`src/rtl/cpuPkg.sv`:
```
package cpuPkg;

    localparam int wordSize = 16;

    // Instruction field positions
    localparam int opcodeMsb = 15;
    localparam int opcodeLsb = 12;
    localparam int rsMsb = 11;
    localparam int rsLsb = 10;
    localparam int rtMsb = 9;
    localparam int rtLsb = 8;
    localparam int rdMsb = 7;
    localparam int rdLsb = 6;
    localparam int funcMsb = 5;
    localparam int funcLsb = 0;
    localparam int immMsb = 7;
    localparam int immLsb = 0;
    localparam int targetMsb = 11;
    localparam int targetLsb = 0;

    localparam logic [3:0] opBne = 4'd0;
    localparam logic [3:0] opBeq = 4'd1;
    localparam logic [3:0] opAdi = 4'd4;
    localparam logic [3:0] opLwd = 4'd7;
    localparam logic [3:0] opSwd = 4'd8;
    localparam logic [3:0] opJmp = 4'd9;
    localparam logic [3:0] opRtype = 4'd15;

    localparam logic [5:0] fnAdd = 6'd0;
    localparam logic [5:0] fnSub = 6'd1;
    localparam logic [5:0] fnAnd = 6'd2;
    localparam logic [5:0] fnOrr = 6'd3;
    localparam logic [5:0] fnWwd = 6'd28;
    localparam logic [5:0] fnHlt = 6'd29;

    typedef enum logic [1:0] {aluAdd, aluSub, aluAnd, aluOrr} aluOpT;

    // Control bundle, writeback group lowest so each stage drops the top bits
    localparam int ctlWwd = 0;
    localparam int ctlRegWrite = 1;
    localparam int ctlMemToReg = 2;
    localparam int ctlIsHalt = 3;
    localparam int ctlMemWrite = 4;
    localparam int ctlMemRead = 5;
    localparam int ctlIsBranch = 6;
    localparam int ctlAluSrc = 7;
    localparam int ctlIsJump = 8;
    localparam int ctlWidth = 9;
    localparam int wbCtlWidth = 4;
    localparam int memCtlWidth = 6;
    localparam int exCtlWidth = 8;

    // Forwarding selects for the execute operands
    localparam logic [1:0] fwdNone = 2'd0;
    localparam logic [1:0] fwdMem = 2'd1;
    localparam logic [1:0] fwdWb = 2'd2;

    typedef logic [1:0] regAddrT;

endpackage

```
`src/rtl/aluUnit.sv`:
```
`timescale 1ns/10ps

module aluUnit (
    input  logic [3:0]                    opcode,
    input  logic [5:0]                    func,
    input  logic [cpuPkg::wordSize-1:0]   opA,
    input  logic [cpuPkg::wordSize-1:0]   opB,
    output logic [cpuPkg::wordSize-1:0]   result,
    output logic                          zero
);
    import cpuPkg::*;

    aluOpT               aluOp;
    logic                isWwd;
    logic [wordSize-1:0] opResult;

    always_comb begin
        aluOp = aluAdd;
        if (opcode == opRtype) begin
            case (func)
                fnAdd:   aluOp = aluAdd;
                fnSub:   aluOp = aluSub;
                fnAnd:   aluOp = aluAnd;
                fnOrr:   aluOp = aluOrr;
                default: aluOp = aluAdd;
            endcase
        end else if (opcode == opBne || opcode == opBeq) begin
            // Compare by subtraction
            aluOp = aluSub;
        end
    end

    always_comb begin
        case (aluOp)
            aluAdd:  opResult = opA + opB;
            aluSub:  opResult = opA - opB;
            aluAnd:  opResult = opA & opB;
            default: opResult = opA | opB;
        endcase
    end

    assign isWwd = (opcode == opRtype) && (func == fnWwd);
    assign result = isWwd ? opA : opResult;
    assign zero = (opResult == '0);

endmodule

```
`src/rtl/controlUnit.sv`:
```
`timescale 1ns/10ps

module controlUnit (
    input  logic [cpuPkg::wordSize-1:0]   instr,
    output logic [cpuPkg::ctlWidth-1:0]   controls,
    output logic                          useRs,
    output logic                          useRt
);
    import cpuPkg::*;

    logic [3:0] opcode;
    logic [5:0] func;

    assign opcode = instr[opcodeMsb:opcodeLsb];
    assign func = instr[funcMsb:funcLsb];

    always_comb begin
        controls = '0;
        useRs = 1'b0;
        useRt = 1'b0;
        case (opcode)
            opRtype: begin
                case (func)
                    fnAdd, fnSub, fnAnd, fnOrr: begin
                        controls[ctlRegWrite] = 1'b1;
                        useRs = 1'b1;
                        useRt = 1'b1;
                    end
                    fnWwd: begin
                        controls[ctlWwd] = 1'b1;
                        useRs = 1'b1;
                    end
                    fnHlt:   controls[ctlIsHalt] = 1'b1;
                    default: controls = '0;
                endcase
            end
            opAdi: begin
                controls[ctlRegWrite] = 1'b1;
                controls[ctlAluSrc] = 1'b1;
                useRs = 1'b1;
            end
            opLwd: begin
                controls[ctlRegWrite] = 1'b1;
                controls[ctlMemToReg] = 1'b1;
                controls[ctlMemRead] = 1'b1;
                controls[ctlAluSrc] = 1'b1;
                useRs = 1'b1;
            end
            opSwd: begin
                // rt carries the store data
                controls[ctlMemWrite] = 1'b1;
                controls[ctlAluSrc] = 1'b1;
                useRs = 1'b1;
                useRt = 1'b1;
            end
            opBne, opBeq: begin
                controls[ctlIsBranch] = 1'b1;
                useRs = 1'b1;
                useRt = 1'b1;
            end
            opJmp:   controls[ctlIsJump] = 1'b1;
            default: controls = '0;
        endcase
    end

endmodule

```
`src/rtl/cpuTop.sv`:
```
`timescale 1ns/10ps

module cpuTop (
    input  logic                          Clk,
    input  logic                          rstN,
    output logic                          imemRead,
    output logic [cpuPkg::wordSize-1:0]   imemAddr,
    input  logic [cpuPkg::wordSize-1:0]   imemData,
    output logic                          dmemRead,
    output logic                          dmemWrite,
    output logic [cpuPkg::wordSize-1:0]   dmemAddr,
    output logic [cpuPkg::wordSize-1:0]   dmemWdata,
    input  logic [cpuPkg::wordSize-1:0]   dmemRdata,
    output logic                          halted,
    output logic [cpuPkg::wordSize-1:0]   numInst,
    output logic [cpuPkg::wordSize-1:0]   outputPort
);
    import cpuPkg::*;

    logic [wordSize-1:0] idInstr;
    logic [ctlWidth-1:0] controls;
    logic                useRs;
    logic                useRt;
    regAddrT             idRs;
    regAddrT             idRt;
    regAddrT             exRs;
    regAddrT             exRt;
    regAddrT             exRd;
    regAddrT             memRd;
    regAddrT             wbRd;
    logic                exMemRead;
    logic                memRegWrite;
    logic                wbRegWrite;
    logic [1:0]          fwdA;
    logic [1:0]          fwdB;
    logic                stall;

    pipelineDatapath i_pipelineDatapath (.*);

    controlUnit i_controlUnit (
        .instr    (idInstr),
        .controls (controls),
        .useRs    (useRs),
        .useRt    (useRt)
    );

    hazardUnit i_hazardUnit (.*);

endmodule

```
`src/rtl/hazardUnit.sv`:
```
`timescale 1ns/10ps

module hazardUnit (
    input  cpuPkg::regAddrT idRs,
    input  cpuPkg::regAddrT idRt,
    input  cpuPkg::regAddrT exRs,
    input  cpuPkg::regAddrT exRt,
    input  cpuPkg::regAddrT exRd,
    input  cpuPkg::regAddrT memRd,
    input  cpuPkg::regAddrT wbRd,
    input  logic            useRs,
    input  logic            useRt,
    input  logic            exMemRead,
    input  logic            memRegWrite,
    input  logic            wbRegWrite,
    output logic [1:0]      fwdA,
    output logic [1:0]      fwdB,
    output logic            stall
);
    import cpuPkg::*;

    // Younger result in memory stage wins over writeback
    assign fwdA = (memRegWrite && memRd == exRs) ? fwdMem :
                  (wbRegWrite && wbRd == exRs)   ? fwdWb  : fwdNone;
    assign fwdB = (memRegWrite && memRd == exRt) ? fwdMem :
                  (wbRegWrite && wbRd == exRt)   ? fwdWb  : fwdNone;

    // Load result is not ready until it reaches writeback
    assign stall = exMemRead && ((useRs && idRs == exRd) || (useRt && idRt == exRd));

endmodule

```
`src/rtl/pipelineDatapath.sv`:
```
`timescale 1ns/10ps

module pipelineDatapath (
    input  logic                          Clk,
    input  logic                          rstN,
    output logic                          imemRead,
    output logic [cpuPkg::wordSize-1:0]   imemAddr,
    input  logic [cpuPkg::wordSize-1:0]   imemData,
    output logic                          dmemRead,
    output logic                          dmemWrite,
    output logic [cpuPkg::wordSize-1:0]   dmemAddr,
    output logic [cpuPkg::wordSize-1:0]   dmemWdata,
    input  logic [cpuPkg::wordSize-1:0]   dmemRdata,
    output logic [cpuPkg::wordSize-1:0]   idInstr,
    input  logic [cpuPkg::ctlWidth-1:0]   controls,
    output cpuPkg::regAddrT               idRs,
    output cpuPkg::regAddrT               idRt,
    output cpuPkg::regAddrT               exRs,
    output cpuPkg::regAddrT               exRt,
    output cpuPkg::regAddrT               exRd,
    output logic                          exMemRead,
    output cpuPkg::regAddrT               memRd,
    output logic                          memRegWrite,
    output cpuPkg::regAddrT               wbRd,
    output logic                          wbRegWrite,
    input  logic [1:0]                    fwdA,
    input  logic [1:0]                    fwdB,
    input  logic                          stall,
    output logic                          halted,
    output logic [cpuPkg::wordSize-1:0]   numInst,
    output logic [cpuPkg::wordSize-1:0]   outputPort
);
    import cpuPkg::*;

    logic [wordSize-1:0]    pc;
    logic [wordSize-1:0]    ifIdPc;
    logic [wordSize-1:0]    ifIdInstr;
    logic                   ifIdBubble;

    logic [wordSize-1:0]    idExPc;
    logic [wordSize-1:0]    idExRdataA;
    logic [wordSize-1:0]    idExRdataB;
    logic [wordSize-1:0]    idExImm;
    logic [exCtlWidth-1:0]  idExCtl;
    regAddrT                idExRs;
    regAddrT                idExRt;
    regAddrT                idExDest;
    logic [3:0]             idExOpcode;
    logic [5:0]             idExFunc;
    logic                   idExBubble;

    logic [memCtlWidth-1:0] exMemCtl;
    logic [wordSize-1:0]    exMemAlu;
    logic [wordSize-1:0]    exMemStoreData;
    regAddrT                exMemDest;
    logic                   exMemBubble;

    logic [wbCtlWidth-1:0]  memWbCtl;
    logic [wordSize-1:0]    memWbAlu;
    logic [wordSize-1:0]    memWbLoad;
    regAddrT                memWbDest;
    logic                   memWbBubble;

    logic [3:0]             idOpcode;
    logic [wordSize-1:0]    idImm;
    logic [wordSize-1:0]    idRdataA;
    logic [wordSize-1:0]    idRdataB;
    logic [wordSize-1:0]    jumpTarget;
    regAddrT                idDest;
    logic                   idJump;

    logic [wordSize-1:0]    wbData;
    logic                   regWrEn;
    logic [wordSize-1:0]    exOpA;
    logic [wordSize-1:0]    exFwdB;
    logic [wordSize-1:0]    exOpB;
    logic [wordSize-1:0]    exResult;
    logic [wordSize-1:0]    branchTarget;
    logic                   exZero;
    logic                   branchTaken;

    // Decode
    assign idInstr = ifIdInstr;
    assign idOpcode = ifIdInstr[opcodeMsb:opcodeLsb];
    assign idRs = ifIdInstr[rsMsb:rsLsb];
    assign idRt = ifIdInstr[rtMsb:rtLsb];
    // R-type writes rd, ADI and LWD write rt
    assign idDest = (idOpcode == opRtype) ? ifIdInstr[rdMsb:rdLsb] : idRt;
    assign idImm = {{(wordSize-8){ifIdInstr[immMsb]}}, ifIdInstr[immMsb:immLsb]};
    assign jumpTarget = {ifIdPc[wordSize-1:targetMsb+1], ifIdInstr[targetMsb:targetLsb]};
    assign idJump = controls[ctlIsJump] && !ifIdBubble;

    assign wbData = memWbCtl[ctlMemToReg] ? memWbLoad : memWbAlu;
    assign regWrEn = memWbCtl[ctlRegWrite] && !halted;

    regFile i_regFile (
        .Clk     (Clk),
        .rstN    (rstN),
        .rdAddrA (idRs),
        .rdAddrB (idRt),
        .wrAddr  (memWbDest),
        .wrData  (wbData),
        .wrEn    (regWrEn),
        .rdDataA (idRdataA),
        .rdDataB (idRdataB)
    );

    // Execute operand muxes
    always_comb begin
        case (fwdA)
            fwdMem:  exOpA = exMemAlu;
            fwdWb:   exOpA = wbData;
            default: exOpA = idExRdataA;
        endcase
        case (fwdB)
            fwdMem:  exFwdB = exMemAlu;
            fwdWb:   exFwdB = wbData;
            default: exFwdB = idExRdataB;
        endcase
    end

    assign exOpB = idExCtl[ctlAluSrc] ? idExImm : exFwdB;

    aluUnit i_aluUnit (
        .opcode (idExOpcode),
        .func   (idExFunc),
        .opA    (exOpA),
        .opB    (exOpB),
        .result (exResult),
        .zero   (exZero)
    );

    assign branchTaken = idExCtl[ctlIsBranch] && ((idExOpcode == opBeq) ? exZero : !exZero);
    assign branchTarget = idExPc + 1'b1 + idExImm;

    assign exRs = idExRs;
    assign exRt = idExRt;
    assign exRd = idExDest;
    assign exMemRead = idExCtl[ctlMemRead];
    assign memRd = exMemDest;
    assign memRegWrite = exMemCtl[ctlRegWrite];
    assign wbRd = memWbDest;
    assign wbRegWrite = memWbCtl[ctlRegWrite];

    assign imemRead = !halted;
    assign imemAddr = pc;
    assign dmemRead = exMemCtl[ctlMemRead] && !halted;
    // Store behind a retiring HLT must not land
    assign dmemWrite = exMemCtl[ctlMemWrite] && !halted && !memWbCtl[ctlIsHalt];
    assign dmemAddr = exMemAlu;
    assign dmemWdata = exMemStoreData;

    always_ff @(posedge Clk) begin
        if (!rstN) begin
            pc <= '0;
            ifIdBubble <= 1'b1;
            idExBubble <= 1'b1;
            idExCtl <= '0;
            exMemBubble <= 1'b1;
            exMemCtl <= '0;
            memWbBubble <= 1'b1;
            memWbCtl <= '0;
            numInst <= '0;
            outputPort <= '0;
            halted <= 1'b0;
        end else if (!halted) begin
            if (!memWbBubble) begin
                numInst <= numInst + 1'b1;
                if (memWbCtl[ctlWwd]) begin
                    outputPort <= memWbAlu;
                end
                if (memWbCtl[ctlIsHalt]) begin
                    halted <= 1'b1;
                end
            end
            memWbBubble <= exMemBubble;
            memWbCtl <= exMemCtl[wbCtlWidth-1:0];
            exMemBubble <= idExBubble;
            exMemCtl <= idExCtl[memCtlWidth-1:0];
            // Bubble into execute on flush or load-use
            if (branchTaken || stall || ifIdBubble) begin
                idExBubble <= 1'b1;
                idExCtl <= '0;
            end else begin
                idExBubble <= 1'b0;
                idExCtl <= controls[exCtlWidth-1:0];
            end
            if (branchTaken) begin
                pc <= branchTarget;
                ifIdBubble <= 1'b1;
            end else if (!stall) begin
                pc <= idJump ? jumpTarget : pc + 1'b1;
                ifIdBubble <= idJump;
            end
        end
    end

    // Payload, qualified by the bubble flags above
    always_ff @(posedge Clk) begin
        if (!halted) begin
            memWbAlu <= exMemAlu;
            memWbLoad <= dmemRdata;
            memWbDest <= exMemDest;
            exMemAlu <= exResult;
            exMemStoreData <= exFwdB;
            exMemDest <= idExDest;
            idExPc <= ifIdPc;
            idExRdataA <= idRdataA;
            idExRdataB <= idRdataB;
            idExImm <= idImm;
            idExRs <= idRs;
            idExRt <= idRt;
            idExDest <= idDest;
            idExOpcode <= idOpcode;
            idExFunc <= ifIdInstr[funcMsb:funcLsb];
            if (!stall) begin
                ifIdPc <= pc;
                ifIdInstr <= imemData;
            end
        end
    end

endmodule

```
`src/rtl/regFile.sv`:
```
`timescale 1ns/10ps

module regFile (
    input  logic                          Clk,
    input  logic                          rstN,
    input  cpuPkg::regAddrT               rdAddrA,
    input  cpuPkg::regAddrT               rdAddrB,
    input  cpuPkg::regAddrT               wrAddr,
    input  logic [cpuPkg::wordSize-1:0]   wrData,
    input  logic                          wrEn,
    output logic [cpuPkg::wordSize-1:0]   rdDataA,
    output logic [cpuPkg::wordSize-1:0]   rdDataB
);
    import cpuPkg::*;

    logic [wordSize-1:0] regs [4];

    always_ff @(posedge Clk) begin
        if (!rstN) begin
            for (int i = 0; i < 4; i++) begin
                regs[i] <= '0;
            end
        end else if (wrEn) begin
            regs[wrAddr] <= wrData;
        end
    end

    // Same-cycle write shows through to decode
    assign rdDataA = (wrEn && wrAddr == rdAddrA) ? wrData : regs[rdAddrA];
    assign rdDataB = (wrEn && wrAddr == rdAddrB) ? wrData : regs[rdAddrB];

endmodule

```
`config.mk`:
```
export PLATFORM = sky130hd
export DESIGN_NAME = cpuTop
export DESIGN_NICKNAME = d
export VERILOG_FILES = /design/src/rtl/cpuPkg.sv /design/src/rtl/aluUnit.sv /design/src/rtl/controlUnit.sv /design/src/rtl/cpuTop.sv /design/src/rtl/hazardUnit.sv /design/src/rtl/pipelineDatapath.sv /design/src/rtl/regFile.sv
export SDC_FILE = /design/constraint.sdc
export NUM_CORES = 1
export LEC_CHECK = 0
export ABC_AREA = 0
export BUFFER_PORTS_ARGS = -buffer_cell sky130_fd_sc_hd__buf_4
export CAP_MARGIN = 30
export CORE_ASPECT_RATIO = 0.5
export CORE_MARGIN = 4
export CORE_UTILIZATION = 45
export DETAILED_ROUTE_END_ITERATION = 8
export GPL_TIMING_DRIVEN = 1
export PLACE_DENSITY = 0.61
export SYNTH_ARGS = -nofsm -noshare
export SYNTH_HDL_FRONTEND = slang
export SYNTH_SLANG_ARGS = --single-unit
```
`constraint.sdc`:
```
create_clock -name Clk -period 11 [get_ports Clk]
set_input_delay 2.2 -clock Clk [delete_from_list [all_inputs] [get_ports Clk]]
set_output_delay 2.2 -clock Clk [all_outputs]
set_load 0.01 [all_outputs]
```
==> results.sh <==
export IMPL_finalHoldViolations=0
export IMPL_worst_setup_path_type="reg -> reg"
export IMPL_crit_path_end_kind="flop"
export IMPL_vias_per_cell=5.970
export IMPL_synthMuxAreaShare=0.08114
export IMPL_finalSetupViolCount=0
export IMPL_cts_buffer_depth=3
export IMPL_final_setup_tns_ns=0
export IMPL_fill_cells=2969
export IMPL_ys_ff_latch=303
export IMPL_synth_seq_area_share=0.5357
export IMPL_synthArstFlopShare=0
export IMPL_grt_busiest_layer="met2"
export IMPL_first_pass_iters=5
export IMPL_use_met3=0.05573
export IMPL_first_global_vias=11220
export IMPL_ys_types=79
export IMPL_r2r_end="i_pipelineDatapath.imemAddr[15]"
export IMPL_dieWidth_um=271.5
export IMPL_leakage_uw=0.006839
export IMPL_ir_drop_mv=0.1207
export IMPL_clock_sinks=303
export IMPL_final_max_slew_viol_count=0
export IMPL_overflow=0
export IMPL_ioPinCount=118
export IMPL_reg2reg_from="i_pipelineDatapath.wbRd[1]"
export IMPL_area_growth_pct=14.02
export IMPL_antenna_found_initial=0
export IMPL_synth_top_family_by_area="compound AO/OA/AOI/OAI gates"
export IMPL_synthAdderAreaFrac=0.03573
export IMPL_min_from="i_pipelineDatapath.ifIdPc[9]"
export IMPL_clk_latency_ns=0.57
export IMPL_cts_tree="yes"
export IMPL_p_per_area_nw_per_um2=166.8
export IMPL_fin_crit_sh=0.6840
export IMPL_start_kind="flop"
export IMPL_drc=0
export IMPL_path_clk_slew_ns=0.07
export IMPL_cts_resized=0
export IMPL_synth_ff_type="edfxtp_1"
export IMPL_holdCritPathClass="reg -> reg"
export IMPL_synth_top_area_cell="edfxtp_1"
export IMPL_status="completed"
export IMPL_slew_limit_headroom=0.3226
export IMPL_stdcell_count=1978
export IMPL_worstRegToRegCells=20
export IMPL_p_total_uw=2971
export IMPL_floorplan_die_area_um2=37940
export IMPL_timing_final_crit_period_ns=7.523
export IMPL_regArea_um2=8368
export IMPL_multiInputGateArea_um2=6790
export IMPL_grt_usage=0.2388
export IMPL_synth_xor_area_share=0.04414
export IMPL_synthTopCellsByArea="edfxtp_1 44%, dfxtp_1 9.4%, mux4_2 4.6%"
export IMPL_port_buffers=117
export IMPL_numCtsBuffers=28
export IMPL_syn_num_nets=1473
export IMPL_totalWireLength_um=46710
export IMPL_worst_slew_pin_slew_ns=1.014
export IMPL_die_y_um=139.7
export IMPL_dr_total_vias=11810
export IMPL_grt_pass1_wl_um=70010
export IMPL_critPathRequiredTime_ns=11.50
export IMPL_coreArea_um2=33640
export IMPL_synth_compound_area_frac=0.1375
export IMPL_crit_fanout=28
export IMPL_post_cts_buffers=0
export IMPL_synthSimpleGateAreaFrac=0.1357
export IMPL_wl_per_cell_um=23.62
export IMPL_initial_core_util=0.4644
export IMPL_rows=47
export IMPL_reg2reg_slack_ns=3.48
export IMPL_yosys_area_top_type_share=0.4422
export IMPL_htreeDepth=1
export IMPL_hold_path_end="i_pipelineDatapath.idExPc[9]"
export IMPL_drive_gt1_frac=0.1666
export IMPL_syn_area_um2=15620
export IMPL_hold_ws_ns=0.4186
export IMPL_drt_initial_drc_count=1188
export IMPL_fin_skew_ns=0.02748
export IMPL_drtAntennaViolNets=0
export IMPL_critPathArrivalTime_ns=8.02
export IMPL_whs_path_depth=0
export IMPL_dpl_hpwl_um=32970
export IMPL_synth_avg_cell_area_um2=11.14
export IMPL_cap_violations=0
export IMPL_fin_util=0.5295
export IMPL_use_met1=0.3585
export IMPL_max_freq_mhz=132.9
export IMPL_dp_cells=1926
export IMPL_yosysWarnings=0
export IMPL_cts_root_buf="clkbuf_16"
export IMPL_diodes=0
export IMPL_grt_max_degree=57
export IMPL_rsz0062_at_grt="no"
export IMPL_hold_buffers=0
export IMPL_fin_nets=1563
export IMPL_synth_edff_count=230
export IMPL_synth_cells=1402
export IMPL_gp_congestion=0.9129
export IMPL_grt_use_met2=0.3609
==> layer usage <==
layer,vias to the layer above,part of all wire
met3,47,0.088
met2,498,0.44
met1,5828,0.46
met5,-,0.0014
met4,2,0.013
li1,5433,-
==> critical path: stages (launching register included) <==
cell	delay, ns
edfxtp_1	0.55
xnor2_2	0.84
a31oi_1	0.19
o31ai_1	0.67
mux2i_1	0.28
ha_1	0.29
nand3_1	0.15
o21ai_0	0.14
xnor2_1	0.18
ha_1	0.37
a2111o_1	0.44
o211ai_1	0.23
a21boi_0	0.15
or3_1	0.31
a31oi_1	0.23
o211ai_1	0.14
or4b_1	0.56
a211oi_4	0.28
mux2_2	0.57
o21ai_2	0.59
o221a_2	0.29
==> layout by cell type, fill, tap and decap left out, types with 7 or more instances in the layout <==
cell type,count
maj3_1,8
o21ai_0,80
clkbuf_1,14
nand2b_1,10
mux2i_1,27
clkbuf_16,28
dfxtp_1,73
nand4_1,25
nand3_1,28
nor2b_1,7
o31ai_1,17
a31oi_1,31
mux2_2,9
ha_1,35
mux4_2,32
edfxtp_1,230
a21o_1,16
inv_1,25
a21oi_1,75
nor3_1,19
and4_1,18
o21a_1,13
xor2_1,41
nand2_1,153
mux2i_2,7
buf_4,142
o2111ai_1,9
a211oi_1,13
xnor2_1,34
and3_1,13
nor2_1,155
==> area by class of cell <==
cell class | instances | area share
Sequential cell | 303 | 0.4699
Timing Repair Buffer | 144 | 0.06203
Tap cell | 465 | 0.03267
Multi-Input combinational cell | 987 | 0.3813
Clock inverter | 7 | 0.004145
Clock buffer | 44 | 0.04384
Inverter | 28 | 0.006182
==> cell usage after synthesis (10+ instances only) <==
| library cell | number |
|---|---|
| edfxtp_1 | 230 |
| nor2_1 | 155 |
| nand2_1 | 153 |
| o21ai_0 | 80 |
| a21oi_1 | 75 |
| dfxtp_1 | 73 |
| clkbuf_1 | 56 |
| xor2_1 | 41 |
| ha_1 | 35 |
| xnor2_1 | 34 |
| mux4_2 | 32 |
| a31oi_1 | 31 |
| nand3_1 | 28 |
| mux2i_1 | 27 |
| inv_1 | 25 |
| nand4_1 | 25 |
| nor3_1 | 19 |
| and4_1 | 18 |
| o31ai_1 | 17 |
| a21o_1 | 16 |
| buf_2 | 15 |
| a211oi_1 | 13 |
| and3_1 | 13 |
| o21a_1 | 13 |
| nand2b_1 | 10 |
==> sequential cells by signal, summed over array words and instances, names as in the netlist, 3 cells and up, named ones only <==
name                               count
i_pipelineDatapath.i_regFile.regs     64
i_pipelineDatapath.dmemAddr           16
i_pipelineDatapath.dmemWdata          16
i_pipelineDatapath.idExPc             16
i_pipelineDatapath.idExRdataA         16
i_pipelineDatapath.idExRdataB         16
i_pipelineDatapath.idInstr            16
i_pipelineDatapath.ifIdPc             16
i_pipelineDatapath.imemAddr           16
i_pipelineDatapath.memWbAlu           16
i_pipelineDatapath.memWbLoad          16
i_pipelineDatapath.numInst            16
i_pipelineDatapath.outputPort         16
i_pipelineDatapath.idExCtl             7
i_pipelineDatapath.exMemCtl            5
i_pipelineDatapath.idExFunc            5
i_pipelineDatapath.idExOpcode          4
i_pipelineDatapath.memWbCtl            4
i_pipelineDatapath.idExImm             3
==> worst max-delay path by stage <==
stage / endpoint / depth (start not counted) / slack (ns) / start
2_1_floorplan: i_pipelineDatapath.imemAddr[9] / 24 / 5.19 / i_pipelineDatapath.wbRd[1]
3_3_place_gp: i_pipelineDatapath.imemAddr[1] / 20 / 3.64 / i_pipelineDatapath.wbRd[1]
3_5_place_dp: i_pipelineDatapath.imemAddr[15] / 22 / 3.68 / i_pipelineDatapath.wbRd[1]
4_1_cts: i_pipelineDatapath.imemAddr[9] / 22 / 3.64 / i_pipelineDatapath.wbRd[1]
5_1_grt: i_pipelineDatapath.imemAddr[9] / 22 / 3.04 / i_pipelineDatapath.wbRd[1]
6_report: i_pipelineDatapath.imemAddr[15] / 20 / 3.48 / i_pipelineDatapath.wbRd[1]
==> metrics by stage <==
stage | setup WS, ns | area (um2)
floorplan | 5.185 | 15620
global placement | 3.636 | 16910
detailed placement | 3.680 | 16930
CTS | 3.636 | 17780
global route | 3.038 | 17810
finish | 3.477 | 17810
==> kinds of logic after synthesis <==
kind of cell / after synthesis
simple gates: 460
compound gates: 326
flops: 303
buf+inv: 112
mux: 79
xor+xnor: 77
fa+ha+maj: 45
==> power by group <==
| part | switching, uW | leakage, uW | internal (uW) |
|---|---|---|---|
| combinational | 337 | 0.00333 | 222 |
| clock | 429 | 0.000414 | 511 |
| sequential | 118 | 0.00309 | 1350 |
(Power assumes the default switching activity.)
